--- config.mk ---
export PLATFORM = sky130hd
export DESIGN_NAME = load_unit
export DESIGN_NICKNAME = d
export VERILOG_FILES = /design/src/hw/load_pkg.sv /design/src/hw/load_fsm.sv /design/src/hw/load_result_align.sv /design/src/hw/load_unit.sv
export SDC_FILE = /design/constraint.sdc
export NUM_CORES = 1
export LEC_CHECK = 0
export BUFFER_PORTS_ARGS = -buffer_cell sky130_fd_sc_hd__buf_2
export CORE_AREA = 4 4 243 245
export CTS_CLUSTER_DIAMETER = 200
export DETAILED_ROUTE_END_ITERATION = 12
export DIE_AREA = 0 0 247 249
export PLACE_DENSITY = 0.3
export SLEW_MARGIN = 20
export SYNTH_ARGS = -nofsm -noshare
export SYNTH_HDL_FRONTEND = slang
export SYNTH_SLANG_ARGS = --single-unit
--- constraint.sdc ---
create_clock -name clk_i -period 4.3 [get_ports clk_i]
set_input_delay 0.215 -clock clk_i [delete_from_list [all_inputs] [get_ports clk_i]]
set_output_delay 0.215 -clock clk_i [all_outputs]
set_load 0.02 [all_outputs]
--- src/hw/load_pkg.sv ---
// shared widths of the load unit
// load operator encoding
// packed structs for the issue port, exceptions, cache port and captured load

package load_pkg;

    // ------------------------------------------------------------------------
    // widths
    // ------------------------------------------------------------------------
    // integer register and cache data width
    localparam int unsigned XLEN = 64;
    // Sv39 virtual address
    localparam int unsigned VLEN = 39;
    // physical address as produced by the TLB
    localparam int unsigned PLEN = 56;
    // scoreboard tag that travels with each load
    localparam int unsigned TRANS_ID_BITS = 3;
    // the cache index lies fully inside the page offset, so it needs no translation
    localparam int unsigned INDEX_WIDTH = 12;
    // tag bits sit directly above the index in the physical address
    localparam int unsigned TAG_WIDTH = 44;
    // 4 KiB pages
    localparam int unsigned PAGE_OFFSET_BITS = 12;

    // ------------------------------------------------------------------------
    // load operators
    // ------------------------------------------------------------------------
    // the U variants zero extend, the others sign extend except LD
    typedef enum logic [2:0] {
        LD,
        LW,
        LWU,
        LH,
        LHU,
        LB,
        LBU
    } ld_op_e;

    // ------------------------------------------------------------------------
    // structs
    // ------------------------------------------------------------------------
    // one load request as offered by the issue stage
    typedef struct packed {
        logic [VLEN-1:0]          vaddr;
        logic [TRANS_ID_BITS-1:0] trans_id;
        ld_op_e                   op;
        logic [7:0]               be;
    } load_req_t;

    // exception raised by translation or by the misalignment check
    typedef struct packed {
        logic            valid;
        logic [XLEN-1:0] cause;
        logic [XLEN-1:0] tval;
    } exception_t;

    // request channel towards the data cache, read only
    typedef struct packed {
        logic [INDEX_WIDTH-1:0] address_index;
        logic [TAG_WIDTH-1:0]   address_tag;
        logic                   data_req;
        logic                   kill_req;
        logic                   tag_valid;
        logic [7:0]             data_be;
        logic [1:0]             data_size;
    } dcache_req_t;

    // response channel from the data cache
    typedef struct packed {
        logic            data_gnt;
        logic            data_rvalid;
        logic [XLEN-1:0] data_rdata;
    } dcache_rsp_t;

    // what has to be remembered of a load between grant and data return
    typedef struct packed {
        logic [TRANS_ID_BITS-1:0] trans_id;
        logic [2:0]               offset;
        ld_op_e                   op;
    } load_entry_t;

endpackage

--- src/hw/load_fsm.sv ---
// load control FSM of the load unit
// page offset match register, captured load entry and retire logic

module load_fsm (
    input  logic                              clk_i,
    input  logic                              rst_ni,
    input  logic                              flush_i,
    // issue side
    input  logic                              valid_i,
    input  load_pkg::load_req_t               load_req_i,
    input  logic                              ex_valid_i,
    output logic                              pop_ld_o,
    // translation and address check
    output logic                              translation_req_o,
    input  logic                              dtlb_hit_i,
    input  logic                              page_offset_matches_i,
    // cache handshake
    output logic                              data_req_o,
    output logic                              kill_req_o,
    output logic                              tag_valid_o,
    output logic [1:0]                        data_size_o,
    input  logic                              data_gnt_i,
    input  logic                              data_rvalid_i,
    // retire side
    output logic                              valid_o,
    output logic [load_pkg::TRANS_ID_BITS-1:0] trans_id_o,
    // captured entry for the result formatter
    output load_pkg::load_entry_t             ld_next_o,
    output load_pkg::load_entry_t             ld_q_o
);
    import load_pkg::*;

    typedef enum logic [2:0] {
        IDLE,
        WAIT_GNT,
        SEND_TAG,
        WAIT_PAGE_OFFSET,
        ABORT_TRANSACTION,
        WAIT_TRANSLATION,
        WAIT_FLUSH
    } state_e;

    state_e      state_d, state_q;
    load_entry_t load_data_d, load_data_q;
    load_entry_t in_data;
    logic        page_offset_matches_q;
    logic        accept_new;

    // the entry that would be captured if the current request is popped
    assign in_data = '{
        trans_id: load_req_i.trans_id,
        offset:   load_req_i.vaddr[2:0],
        op:       load_req_i.op
    };

    // a new request may start from idle and also in the tag cycle of the previous load
    assign accept_new = (state_q == IDLE) || (state_q == SEND_TAG);

    // ------------------------------------------------------------------------
    // load control
    // ------------------------------------------------------------------------
    always_comb begin : load_control
        state_d           = state_q;
        load_data_d       = load_data_q;
        translation_req_o = 1'b0;
        data_req_o        = 1'b0;
        kill_req_o        = 1'b0;
        tag_valid_o       = 1'b0;
        pop_ld_o          = 1'b0;

        case (state_q)
            // the translation result of the granted request arrives as tag now
            SEND_TAG: begin
                tag_valid_o = 1'b1;
                state_d     = IDLE;
                // an excepting request in this cycle also throws away the tag
                if (ex_valid_i) begin
                    kill_req_o = 1'b1;
                end
            end
            // a store to the same page offset is pending, so hold off the cache
            WAIT_PAGE_OFFSET: begin
                if (!page_offset_matches_q) begin
                    state_d = WAIT_GNT;
                end
            end
            // TLB miss: release the cache arbiter so the page table walker can use it
            ABORT_TRANSACTION: begin
                kill_req_o  = 1'b1;
                tag_valid_o = 1'b1;
                state_d     = WAIT_TRANSLATION;
            end
            WAIT_TRANSLATION: begin
                translation_req_o = 1'b1;
                if (dtlb_hit_i) begin
                    state_d = WAIT_GNT;
                end
            end
            // keep both the translation and the cache request up until granted
            WAIT_GNT: begin
                translation_req_o = 1'b1;
                data_req_o        = 1'b1;
                if (data_gnt_i) begin
                    if (dtlb_hit_i) begin
                        state_d  = SEND_TAG;
                        pop_ld_o = 1'b1;
                    end else begin
                        state_d = ABORT_TRANSACTION;
                    end
                end
            end
            // the cache only forwards the kill if a request is outstanding
            WAIT_FLUSH: begin
                kill_req_o  = 1'b1;
                tag_valid_o = 1'b1;
                state_d     = IDLE;
            end
            default: begin
                state_d = state_q;
            end
        endcase

        // start a request, translation runs in parallel to the page offset check
        if (accept_new && valid_i) begin
            translation_req_o = 1'b1;
            if (page_offset_matches_q) begin
                state_d = WAIT_PAGE_OFFSET;
            end else begin
                // the index goes out right away
                data_req_o = 1'b1;
                if (!data_gnt_i) begin
                    state_d = WAIT_GNT;
                end else if (dtlb_hit_i) begin
                    state_d  = SEND_TAG;
                    pop_ld_o = 1'b1;
                end else begin
                    state_d = ABORT_TRANSACTION;
                end
            end
        end

        // an excepting load never reaches the cache
        if (ex_valid_i && valid_i) begin
            state_d = IDLE;
            // an rvalid this cycle belongs to the older load, so the exception waits a round
            if (!data_rvalid_i) begin
                pop_ld_o = 1'b1;
            end
        end

        // only loads that will return data are remembered
        if (pop_ld_o && !ex_valid_i) begin
            load_data_d = in_data;
        end

        if (flush_i) begin
            state_d = WAIT_FLUSH;
        end
    end

    // transfer size follows the operator of the request on the issue port
    always_comb begin : size_decode
        case (load_req_i.op)
            LD:       data_size_o = 2'b11;
            LW, LWU:  data_size_o = 2'b10;
            LH, LHU:  data_size_o = 2'b01;
            default:  data_size_o = 2'b00;
        endcase
    end

    // ------------------------------------------------------------------------
    // retire
    // ------------------------------------------------------------------------
    always_comb begin : retire
        valid_o    = 1'b0;
        trans_id_o = load_data_q.trans_id;
        // data returns in the tag cycle, except when flushing or killed
        if (data_rvalid_i && (state_q != WAIT_FLUSH) && !kill_req_o) begin
            valid_o = 1'b1;
        end
        // exceptions retire early with the tag of the request on the issue port
        if (valid_i && ex_valid_i && !data_rvalid_i) begin
            valid_o    = 1'b1;
            trans_id_o = load_req_i.trans_id;
        end
    end

    assign ld_next_o = load_data_d;
    assign ld_q_o    = load_data_q;

    always_ff @(posedge clk_i or negedge rst_ni) begin : state_regs
        if (!rst_ni) begin
            state_q               <= IDLE;
            page_offset_matches_q <= 1'b0;
        end else begin
            state_q               <= state_d;
            page_offset_matches_q <= page_offset_matches_i;
        end
    end

    always_ff @(posedge clk_i) begin : entry_reg
        load_data_q <= load_data_d;
    end

    // a pop needs either a grant in the same cycle or an early exception
    pop_needs_gnt: assert property (@(posedge clk_i) disable iff (!rst_ni)
        pop_ld_o |-> (data_gnt_i || ex_valid_i));

    // outside abort and flush the tag is only sent in the cycle after a pop
    tag_after_pop: assert property (@(posedge clk_i) disable iff (!rst_ni)
        (tag_valid_o && !(state_q inside {ABORT_TRANSACTION, WAIT_FLUSH}))
        |-> $past(pop_ld_o));

endmodule

--- src/hw/load_result_align.sv ---
// result formatter of the load unit
// read data realignment, registered sign bit preselection and result mux

module load_result_align (
    input  logic                       clk_i,
    input  logic                       rst_ni,
    // retire strobe of the load FSM
    input  logic                       valid_i,
    input  logic [load_pkg::XLEN-1:0]  data_rdata_i,
    // entry to be captured and entry already captured
    input  load_pkg::load_entry_t      ld_next_i,
    input  load_pkg::load_entry_t      ld_q_i,
    output logic [load_pkg::XLEN-1:0]  result_o
);
    import load_pkg::*;

    logic [XLEN-1:0] shifted_data;
    logic [7:0]      sign_bits;
    logic [2:0]      idx_d, idx_q;
    logic            signed_d, signed_q;
    logic            sign_bit;

    // the captured byte offset moves the addressed data down to bit 0
    assign shifted_data = data_rdata_i >> {ld_q_i.offset, 3'b000};

    // ------------------------------------------------------------------------
    // sign preselection
    // ------------------------------------------------------------------------
    // decoded one cycle ahead from the next entry, so data return only sees a mux
    assign signed_d = ld_next_i.op inside {LW, LH, LB};

    // index of the byte that holds the sign bit of the loaded value
    always_comb begin : sign_idx
        case (ld_next_i.op)
            LW:      idx_d = ld_next_i.offset + 3'd3;
            LH:      idx_d = ld_next_i.offset + 3'd1;
            default: idx_d = ld_next_i.offset;
        endcase
    end

    // top bit of each byte lane of the unshifted data
    assign sign_bits = {
        data_rdata_i[63], data_rdata_i[55], data_rdata_i[47], data_rdata_i[39],
        data_rdata_i[31], data_rdata_i[23], data_rdata_i[15], data_rdata_i[7]
    };

    // unsigned loads pull the extension to zero
    assign sign_bit = signed_q & sign_bits[idx_q];

    // ------------------------------------------------------------------------
    // result mux
    // ------------------------------------------------------------------------
    always_comb begin : result_mux
        case (ld_q_i.op)
            LW, LWU: result_o = {{(XLEN - 32){sign_bit}}, shifted_data[31:0]};
            LH, LHU: result_o = {{(XLEN - 16){sign_bit}}, shifted_data[15:0]};
            LB, LBU: result_o = {{(XLEN - 8){sign_bit}}, shifted_data[7:0]};
            default: result_o = shifted_data;
        endcase
    end

    // same edge as the captured entry in the FSM
    always_ff @(posedge clk_i or negedge rst_ni) begin : sign_regs
        if (!rst_ni) begin
            idx_q    <= 3'd0;
            signed_q <= 1'b0;
        end else begin
            idx_q    <= idx_d;
            signed_q <= signed_d;
        end
    end

    // misaligned accesses should have been trapped before issue
    word_offset: assert property (@(posedge clk_i) disable iff (!rst_ni)
        (valid_i && (ld_q_i.op inside {LW, LWU})) |-> (ld_q_i.offset < 3'd5));
    half_offset: assert property (@(posedge clk_i) disable iff (!rst_ni)
        (valid_i && (ld_q_i.op inside {LH, LHU})) |-> (ld_q_i.offset < 3'd7));
    double_offset: assert property (@(posedge clk_i) disable iff (!rst_ni)
        (valid_i && (ld_q_i.op == LD)) |-> (ld_q_i.offset == 3'd0));

endmodule

--- src/hw/load_unit.sv ---
// top level of the load unit
// joins the load FSM and the result formatter, builds the cache request

module load_unit (
    input  logic                                   clk_i,
    input  logic                                   rst_ni,
    input  logic                                   flush_i,
    // issue side
    input  logic                                   valid_i,
    input  load_pkg::load_req_t                    load_req_i,
    output logic                                   pop_ld_o,
    // retire side
    output logic                                   valid_o,
    output logic [load_pkg::TRANS_ID_BITS-1:0]     trans_id_o,
    output logic [load_pkg::XLEN-1:0]              result_o,
    output load_pkg::exception_t                   ex_o,
    // address translation
    output logic                                   translation_req_o,
    output logic [load_pkg::VLEN-1:0]              vaddr_o,
    input  logic [load_pkg::PLEN-1:0]              paddr_i,
    input  load_pkg::exception_t                   ex_i,
    input  logic                                   dtlb_hit_i,
    // store address check
    output logic [load_pkg::PAGE_OFFSET_BITS-1:0]  page_offset_o,
    input  logic                                   page_offset_matches_i,
    // data cache
    output load_pkg::dcache_req_t                  dcache_req_o,
    input  load_pkg::dcache_rsp_t                  dcache_rsp_i
);
    import load_pkg::*;

    load_entry_t ld_next, ld_q;

    // the address checker and the TLB both see the untranslated address
    assign vaddr_o       = load_req_i.vaddr;
    assign page_offset_o = load_req_i.vaddr[PAGE_OFFSET_BITS-1:0];
    // translation and misalignment faults go straight to the scoreboard
    assign ex_o          = ex_i;

    // index from the virtual address, tag from this cycle's translation
    assign dcache_req_o.address_index = load_req_i.vaddr[INDEX_WIDTH-1:0];
    assign dcache_req_o.address_tag   = paddr_i[TAG_WIDTH+INDEX_WIDTH-1:INDEX_WIDTH];
    assign dcache_req_o.data_be       = load_req_i.be;

    load_fsm i_load_fsm (
        .clk_i                 (clk_i),
        .rst_ni                (rst_ni),
        .flush_i               (flush_i),
        .valid_i               (valid_i),
        .load_req_i            (load_req_i),
        .ex_valid_i            (ex_i.valid),
        .pop_ld_o              (pop_ld_o),
        .translation_req_o     (translation_req_o),
        .dtlb_hit_i            (dtlb_hit_i),
        .page_offset_matches_i (page_offset_matches_i),
        .data_req_o            (dcache_req_o.data_req),
        .kill_req_o            (dcache_req_o.kill_req),
        .tag_valid_o           (dcache_req_o.tag_valid),
        .data_size_o           (dcache_req_o.data_size),
        .data_gnt_i            (dcache_rsp_i.data_gnt),
        .data_rvalid_i         (dcache_rsp_i.data_rvalid),
        .valid_o               (valid_o),
        .trans_id_o            (trans_id_o),
        .ld_next_o             (ld_next),
        .ld_q_o                (ld_q)
    );

    // formats the returning data of the captured load
    load_result_align i_load_result_align (
        .clk_i        (clk_i),
        .rst_ni       (rst_ni),
        .valid_i      (valid_o),
        .data_rdata_i (dcache_rsp_i.data_rdata),
        .ld_next_i    (ld_next),
        .ld_q_i       (ld_q),
        .result_o     (result_o)
    );

endmodule

# --- Yosys cells after proc, flatten, opt, wreduce, memory -nomap -nowiden ---
# Index checks and enable logic that the tools add are counted.
totals:
  ff_bits: 17
  latch_bits: 0
  mem_bits_rw: 0
  romBits: 0
  input_bits: 310
  output_inout_bits: 319
  memories: 0
classes:
  addsub: 2
  mul: 0
  n_div: 0
  n_lt_le_gt_ge: 1
  n_eq_ne: 23
  shifts: 1
  n_mux: 36
  bitwise_logic: 1
  reduce_logical: 24
op_table:
  columns: ["op", "count"]
  rows:
  - ["case mux 64 bit (3 select lines)", 1]
  - [">> shifter 64 x 6 -> 64 bit", 1]
  - ["two-way mux 3 bit", 10]
  - ["== test 3 bit (second input constant)", 8]
  - ["== test 3 x 2 -> 1 bit (second input constant)", 7]
  - ["two-way mux 1 bit", 19]
  - ["OR reduction 2 bit", 8]
  - ["case mux 3 bit (5 select lines)", 1]
  - ["== test 3 x 1 -> 1 bit (second input constant)", 4]
  - ["inequality test 5 x 3 -> 1 bit (second input constant)", 2]
  - ["nonzero test 8 bit", 1]
  - ["logical AND 1 bit", 6]
  - ["zero test 3 bit", 2]
  - ["two-way mux 6 bit", 1]
  - ["case mux 2 bit (3 select lines)", 1]
  - ["case mux 3 bit (2 select lines)", 1]
  - ["inequality test 5 bit (second input constant)", 1]
  - ["< comparator 3 x 4 -> 1 bit (second input constant)", 1]
  - ["AND reduction 4 bit", 1]
  - ["adder 3 x 1 -> 3 bit (second input constant)", 1]
  - ["adder 3 x 2 -> 3 bit (second input constant)", 1]
  - ["binary-select mux 1 bit (select 3 bit)", 1]
  - ["zero test 1 bit", 3]
  - ["inequality test 3 bit (second input constant)", 1]
  - ["5 further kinds", 5]

# --- Depth between registers and ports, before layout ---
logic_depth:
  word_depth: 13
  depth_mapped: 10
  ltp_nobuf: 8

# --- Hierarchy ---
# A second synthesis with hierarchy kept.
unflattened:
  hier_cells: 645
  area_unflattened_um2: 4662.0
modules_own_cells:
  columns: ["mod", "n_inst", "cells_per_inst", "area_each_um2"]
  rows:
  - ["load_result_align", 1, 324, 2107.0]
  - ["load_unit", 1, 244, 1831.8]
  - ["load_fsm", 1, 77, 723.2]

# --- Worst setup path after synthesis ---
# No wires, ideal clock.
synth_timing:
  path_kind: "reg2reg"
  from: "register i_load_fsm.state_q[0]"
  to: "register i_load_result_align.idx_q[2]"
  setup_ps: 126
  arrival_time_ps: 2039
  path_slack_ps: 2135
  stages_incl_launch_ff: 9
  path_buffers: 1
  path_cell_list: "dfrtp_1 nor3b_4 o2111ai_4 buf_6 mux2_4 fa_1 nand2_1 xor2_1 mux2i_1"
synth_lines:
  columns: ["item", "line_no", "text"]
  rows:
  - ["from (decl)", "load_fsm.sv:43", "state_e state_d, state_q;"]
  - ["from (signal assigned)", "load_fsm.sv:196", "state_q <= state_d;"]
  - ["to (signal assigned)", "load_result_align.sv:68", "idx_q <= idx_d;"]
  - ["to (decl)", "load_result_align.sv:19", "logic [2:0] idx_d, idx_q;"]

# --- Final worst setup path ---
layout_timing:
  from: "register i_load_fsm.load_data_q (netlist bit i_load_fsm.ld_q_o[4])"
  to: "output result_o[9] (netlist bit)"
layout_between:
  elab_chain_cells: 2
layout_lines:
  columns: ["item", "line_no", "text"]
  rows:
  - ["from (decl)", "load_fsm.sv:44", "load_entry_t load_data_d, load_data_q;"]
  - ["from (signal assigned)", "load_fsm.sv:202", "load_data_q <= load_data_d;"]
  - [">> shifter 64 x 6 -> 64 bit", "load_result_align.sv:24", "assign shifted_data = data_rdata_i >> {ld_q_i.offset, 3'b000};"]
  - ["case mux 64 bit (3 select lines)", "load_result_align.sv:54", "case (ld_q_i.op)"]
  - ["to (decl)", "load_unit.sv:15", "output logic [load_pkg::XLEN-1:0] result_o,"]
# Every way passes these cells.

==> out/summary.md <==
Final setup violation count: 0. The critical path is of the reg -> out type. Number of design-rule violations left by the first detailed-router iteration: 201. After synthesis, the share of flip-flops with an asynchronous set or reset is 47.1%. For this design the static power due to leakage is 1.92 nW.

The number of synthesized flops with an enable pin was 3; the count of final max-slew check failures was 0. In the post-synthesis netlist, the cell with the most instances is sky130_fd_sc_hd__buf_4. TritonCTS built the clock tree. The die covers 61,500 µm².

Once the clock tree was built, the setup fixing pass inserted 0 buffers. The initialized floorplan defines 88 standard-cell rows. The cell taking the most area after synthesis is sky130_fd_sc_hd__buf_4. At the end of the flow, the number of nets in the layout was 822. After legalization and detailed placement, the total HPWL measured 22,500 µm. The logs give 605 for the synthesized netlist cell count and 1 for the post-cts hold buffer count. For this configuration, the core starts out at a cell density of 8.38%. For this run, the top clock speed supported by timing is 0.320 GHz. The number of global-route vias before repair was 4,199. From bottom edge to top edge, the die measures 249 µm. After Yosys synthesis, XOR and XNOR cells account for 1.10% of the synthesized area. The normalized max-slew margin was 35.5%; the last weighted congestion value of the routability-driven placer was 0.712.

The startpoint identified for the worst register-to-register timing path is i_load_fsm.state_q[0]$_DFFE_PN0P_. Summing internal, switching and leakage power gives 3.07 mW. At the pin with the least slew margin, the transition time is 968 ps. For the final hold violation count, the log shows 0.

The final layout contains routed wiring with a total length of 27,700 µm. The detailed router placed 3,979 vias in this run. The number of warnings printed during yosys synthesis is 0, and the post-synthesis mux area share is 20.5%.

H-tree depth reported by CTS: 1. The netlist area before placement is 4790 µm², and the maximum number of pins on one net before global-route repair is 35. The power density normalized to cell area is 644 nW/µm², and the synthesized net count is 916. The synthesized design contains 17 register bits. The synthesized netlist devotes 9.59% of its cell area to simple gates. The run finished with clean final reports.

The synthesized-area fraction occupied by adder cells is 0.418%, and the post-cts repair resize count is 0. Clock skew after layout: 1.67 ps. The count of different cell masters after synthesis is 51. By area, the combinational part of the netlist is dominated by buffers and inverters. Relative to the synthesized area, the layout overhead comes to -0.392%. The leading register cell type out of synthesis is sky130_fd_sc_hd__dfrtp_1. In this run the tool buffered the top-level ports with 166 buffer cells. Of all nets on the critical path, the largest fanout is 23. After clock tree synthesis, the clock-pin slew on the worst setup and hold paths is 60 ps. The critical path endpoint category is an output pin.

The overflow left after global routing was 0; the peak supply drop was 0.000173 V. The minimum clock period after layout is 3130 ps. For the core footprint, the log shows 57,100 µm². The run gives 0 as the post-route DRC violation count. Setup repair after global routing left no endpoint under its margin. Global routing used 8.40% of the available tracks.

Summing the areas of all compound-gate instances in the mapped netlist gives 17.1% of the synthesized area. For the worst setup path, the data required time is 4090 ps. Tracing the worst setup path back leads to its startpoint at i_load_fsm.ld_q_o[4]$_DFF_P_. The first detailed-routing pass took 4 iterations.

The post-route netlist has 46.5% of its cells at a drive strength greater than 1. 629 I/O pins were placed. The worst hold path class is in -> reg.

The first global-routing pass estimated 36,100 µm of wire. The tree built by TritonCTS fans out to 17 sinks. For the number of buffers on the longest clock path, the log shows 2.

The detail route stage leaves a number of antenna-violating nets equal to 0. In the final timing run, aggregate negative setup slack is 0 ps. The commonest cells after synthesis are sky130_fd_sc_hd__buf_4, sky130_fd_sc_hd__o21ai_0, sky130_fd_sc_hd__nand2_1. The max capacitance violation total came out at 0. After synthesis, flip-flops and latches occupy 8.57% of the total area. After synthesis, the largest area contributor takes up 39.8% of total cell area. The die width came out at 247 µm. The number of antenna violations at the first check in global routing is 12, and the data arrival at the endpoint of the critical path is 2910 ps. The average instance in the mapped netlist occupies 7.92 µm². The average wire per cell in the routed design came out at 21.6 µm.

The final critical path takes up 72.8% of the cycle. Clock latency at the later pin of the worst-skew pair: 250 ps. For the number of buffers inserted during clock tree synthesis, the log shows 3. In the routed layout, each cell is associated on average with a via count of 3.10. The clock tree root buffer cell was sky130_fd_sc_hd__clkbuf_16.

The sort of element at the start of the critical path was a flop. The tools report the launch instance of the worst min-delay path as page_offset_matches_i. The tools report the core occupancy in the finished layout as 8.35%.

Sorting the synthesized cells by area gives the leading types as sky130_fd_sc_hd__buf_4, sky130_fd_sc_hd__mux4_2, sky130_fd_sc_hd__mux2i_1, sky130_fd_sc_hd__o21ai_0, sky130_fd_sc_hd__mux2_2.
-- final timing paths --
| kind | slack, ps | cells after the start | end |
|---|---|---|---|
| max in group asynchronous | 3790 | 2 | i_load_fsm.state_q[2]$_DFFE_PN0P_ |
| min in group asynchronous | 340 | 2 | i_load_fsm.page_offset_matches_q$_DFF_PN0_ |
| max reg2reg | 1820 | 7 | i_load_result_align.idx_q[2]$_DFF_PN0_ |
| min reg2reg | 620 | 2 | i_load_result_align.signed_q$_DFF_PN0_ |
| max | 1170 | 7 | result_o[9] |
| min | 70 | 1 | i_load_fsm.page_offset_matches_q$_DFF_PN0_ |
-- worst max-delay path, cell delays in order, from the launching register on --
cell,delay (ps)
sky130_fd_sc_hd__dfxtp_2,650
sky130_fd_sc_hd__buf_4,410
sky130_fd_sc_hd__nor2b_1,500
sky130_fd_sc_hd__buf_4,280
sky130_fd_sc_hd__a2bb2oi_1,100
sky130_fd_sc_hd__a221oi_1,280
sky130_fd_sc_hd__a21o_1,170
sky130_fd_sc_hd__buf_2,230
-- cell type report --
cell class	instances	area, µm²
diodes	8	20.0
clock inverters	1	5.00
inverters	8	30.0
flip-flops and latches	17	415
multi-input cells	303	2340
repair buffers	178	923
clock buffers	3	75.1
well taps	765	957
fillers	6676	52400
-- cell usage in the layout, fill, tap and decap left out, types with 9 or more instances in the layout --
master and n:
sky130_fd_sc_hd__a221oi_1 16, sky130_fd_sc_hd__nand2_1 45, sky130_fd_sc_hd__buf_2 166, sky130_fd_sc_hd__mux2_2 24, sky130_fd_sc_hd__mux2i_1 32, sky130_fd_sc_hd__o21ai_0 61, sky130_fd_sc_hd__mux4_2 16, sky130_fd_sc_hd__a22oi_1 9
sky130_fd_sc_hd__buf_4 11, sky130_fd_sc_hd__nor2_1 30
-- kinds of logic after synthesis --
logic type | count (synthesis)
buffers and inverters | 285
and+or+nand+nor | 99
xor gates and xnor gates | 6
DFF | 17
AOI/OAI and AO/OA | 123
adders and majority gates | 1
muxes | 74
-- routing by layer --
metal / global-route usage [%] / vias up / routed length [µm]
met2: 12.7 / 322 / 11700
met5: 0 / - / 50
li1: - / 1677 / -
met3: 5.04 / 113 / 3910
met1: 9.18 / 1859 / 10400
met4: 4.34 / 8 / 1730
-- state kept, by name, indices dropped and copies added (netlist names) --
signal,count
i_load_fsm.ld_q_o,9
i_load_fsm.page_offset_matches_q,1
i_load_fsm.state_q,3
i_load_result_align.idx_q,3
i_load_result_align.signed_q,1
-- through the flow --
step | cells | setup WS (ps) | instance area [µm²] | hold slack [ps]
after floorplan | 605 | 2140 | 4790 | -80.6
after global placement | 1270 | 1290 | 4660 | 73.0
after detailed placement | 1270 | 1250 | 4660 | 75.0
after CTS | 1275 | 964 | 4750 | 62.4
after global routing | 1275 | 929 | 4750 | 62.9
final | 1283 | 1170 | 4770 | 67.6
-- power breakdown --
group	switching (mW)	total [mW]	internal, mW
registers	0.133	0.341	0.208
clock network	0.0715	0.196	0.125
logic	1.69	2.53	0.847
Power figures use the tool's default switching activity.
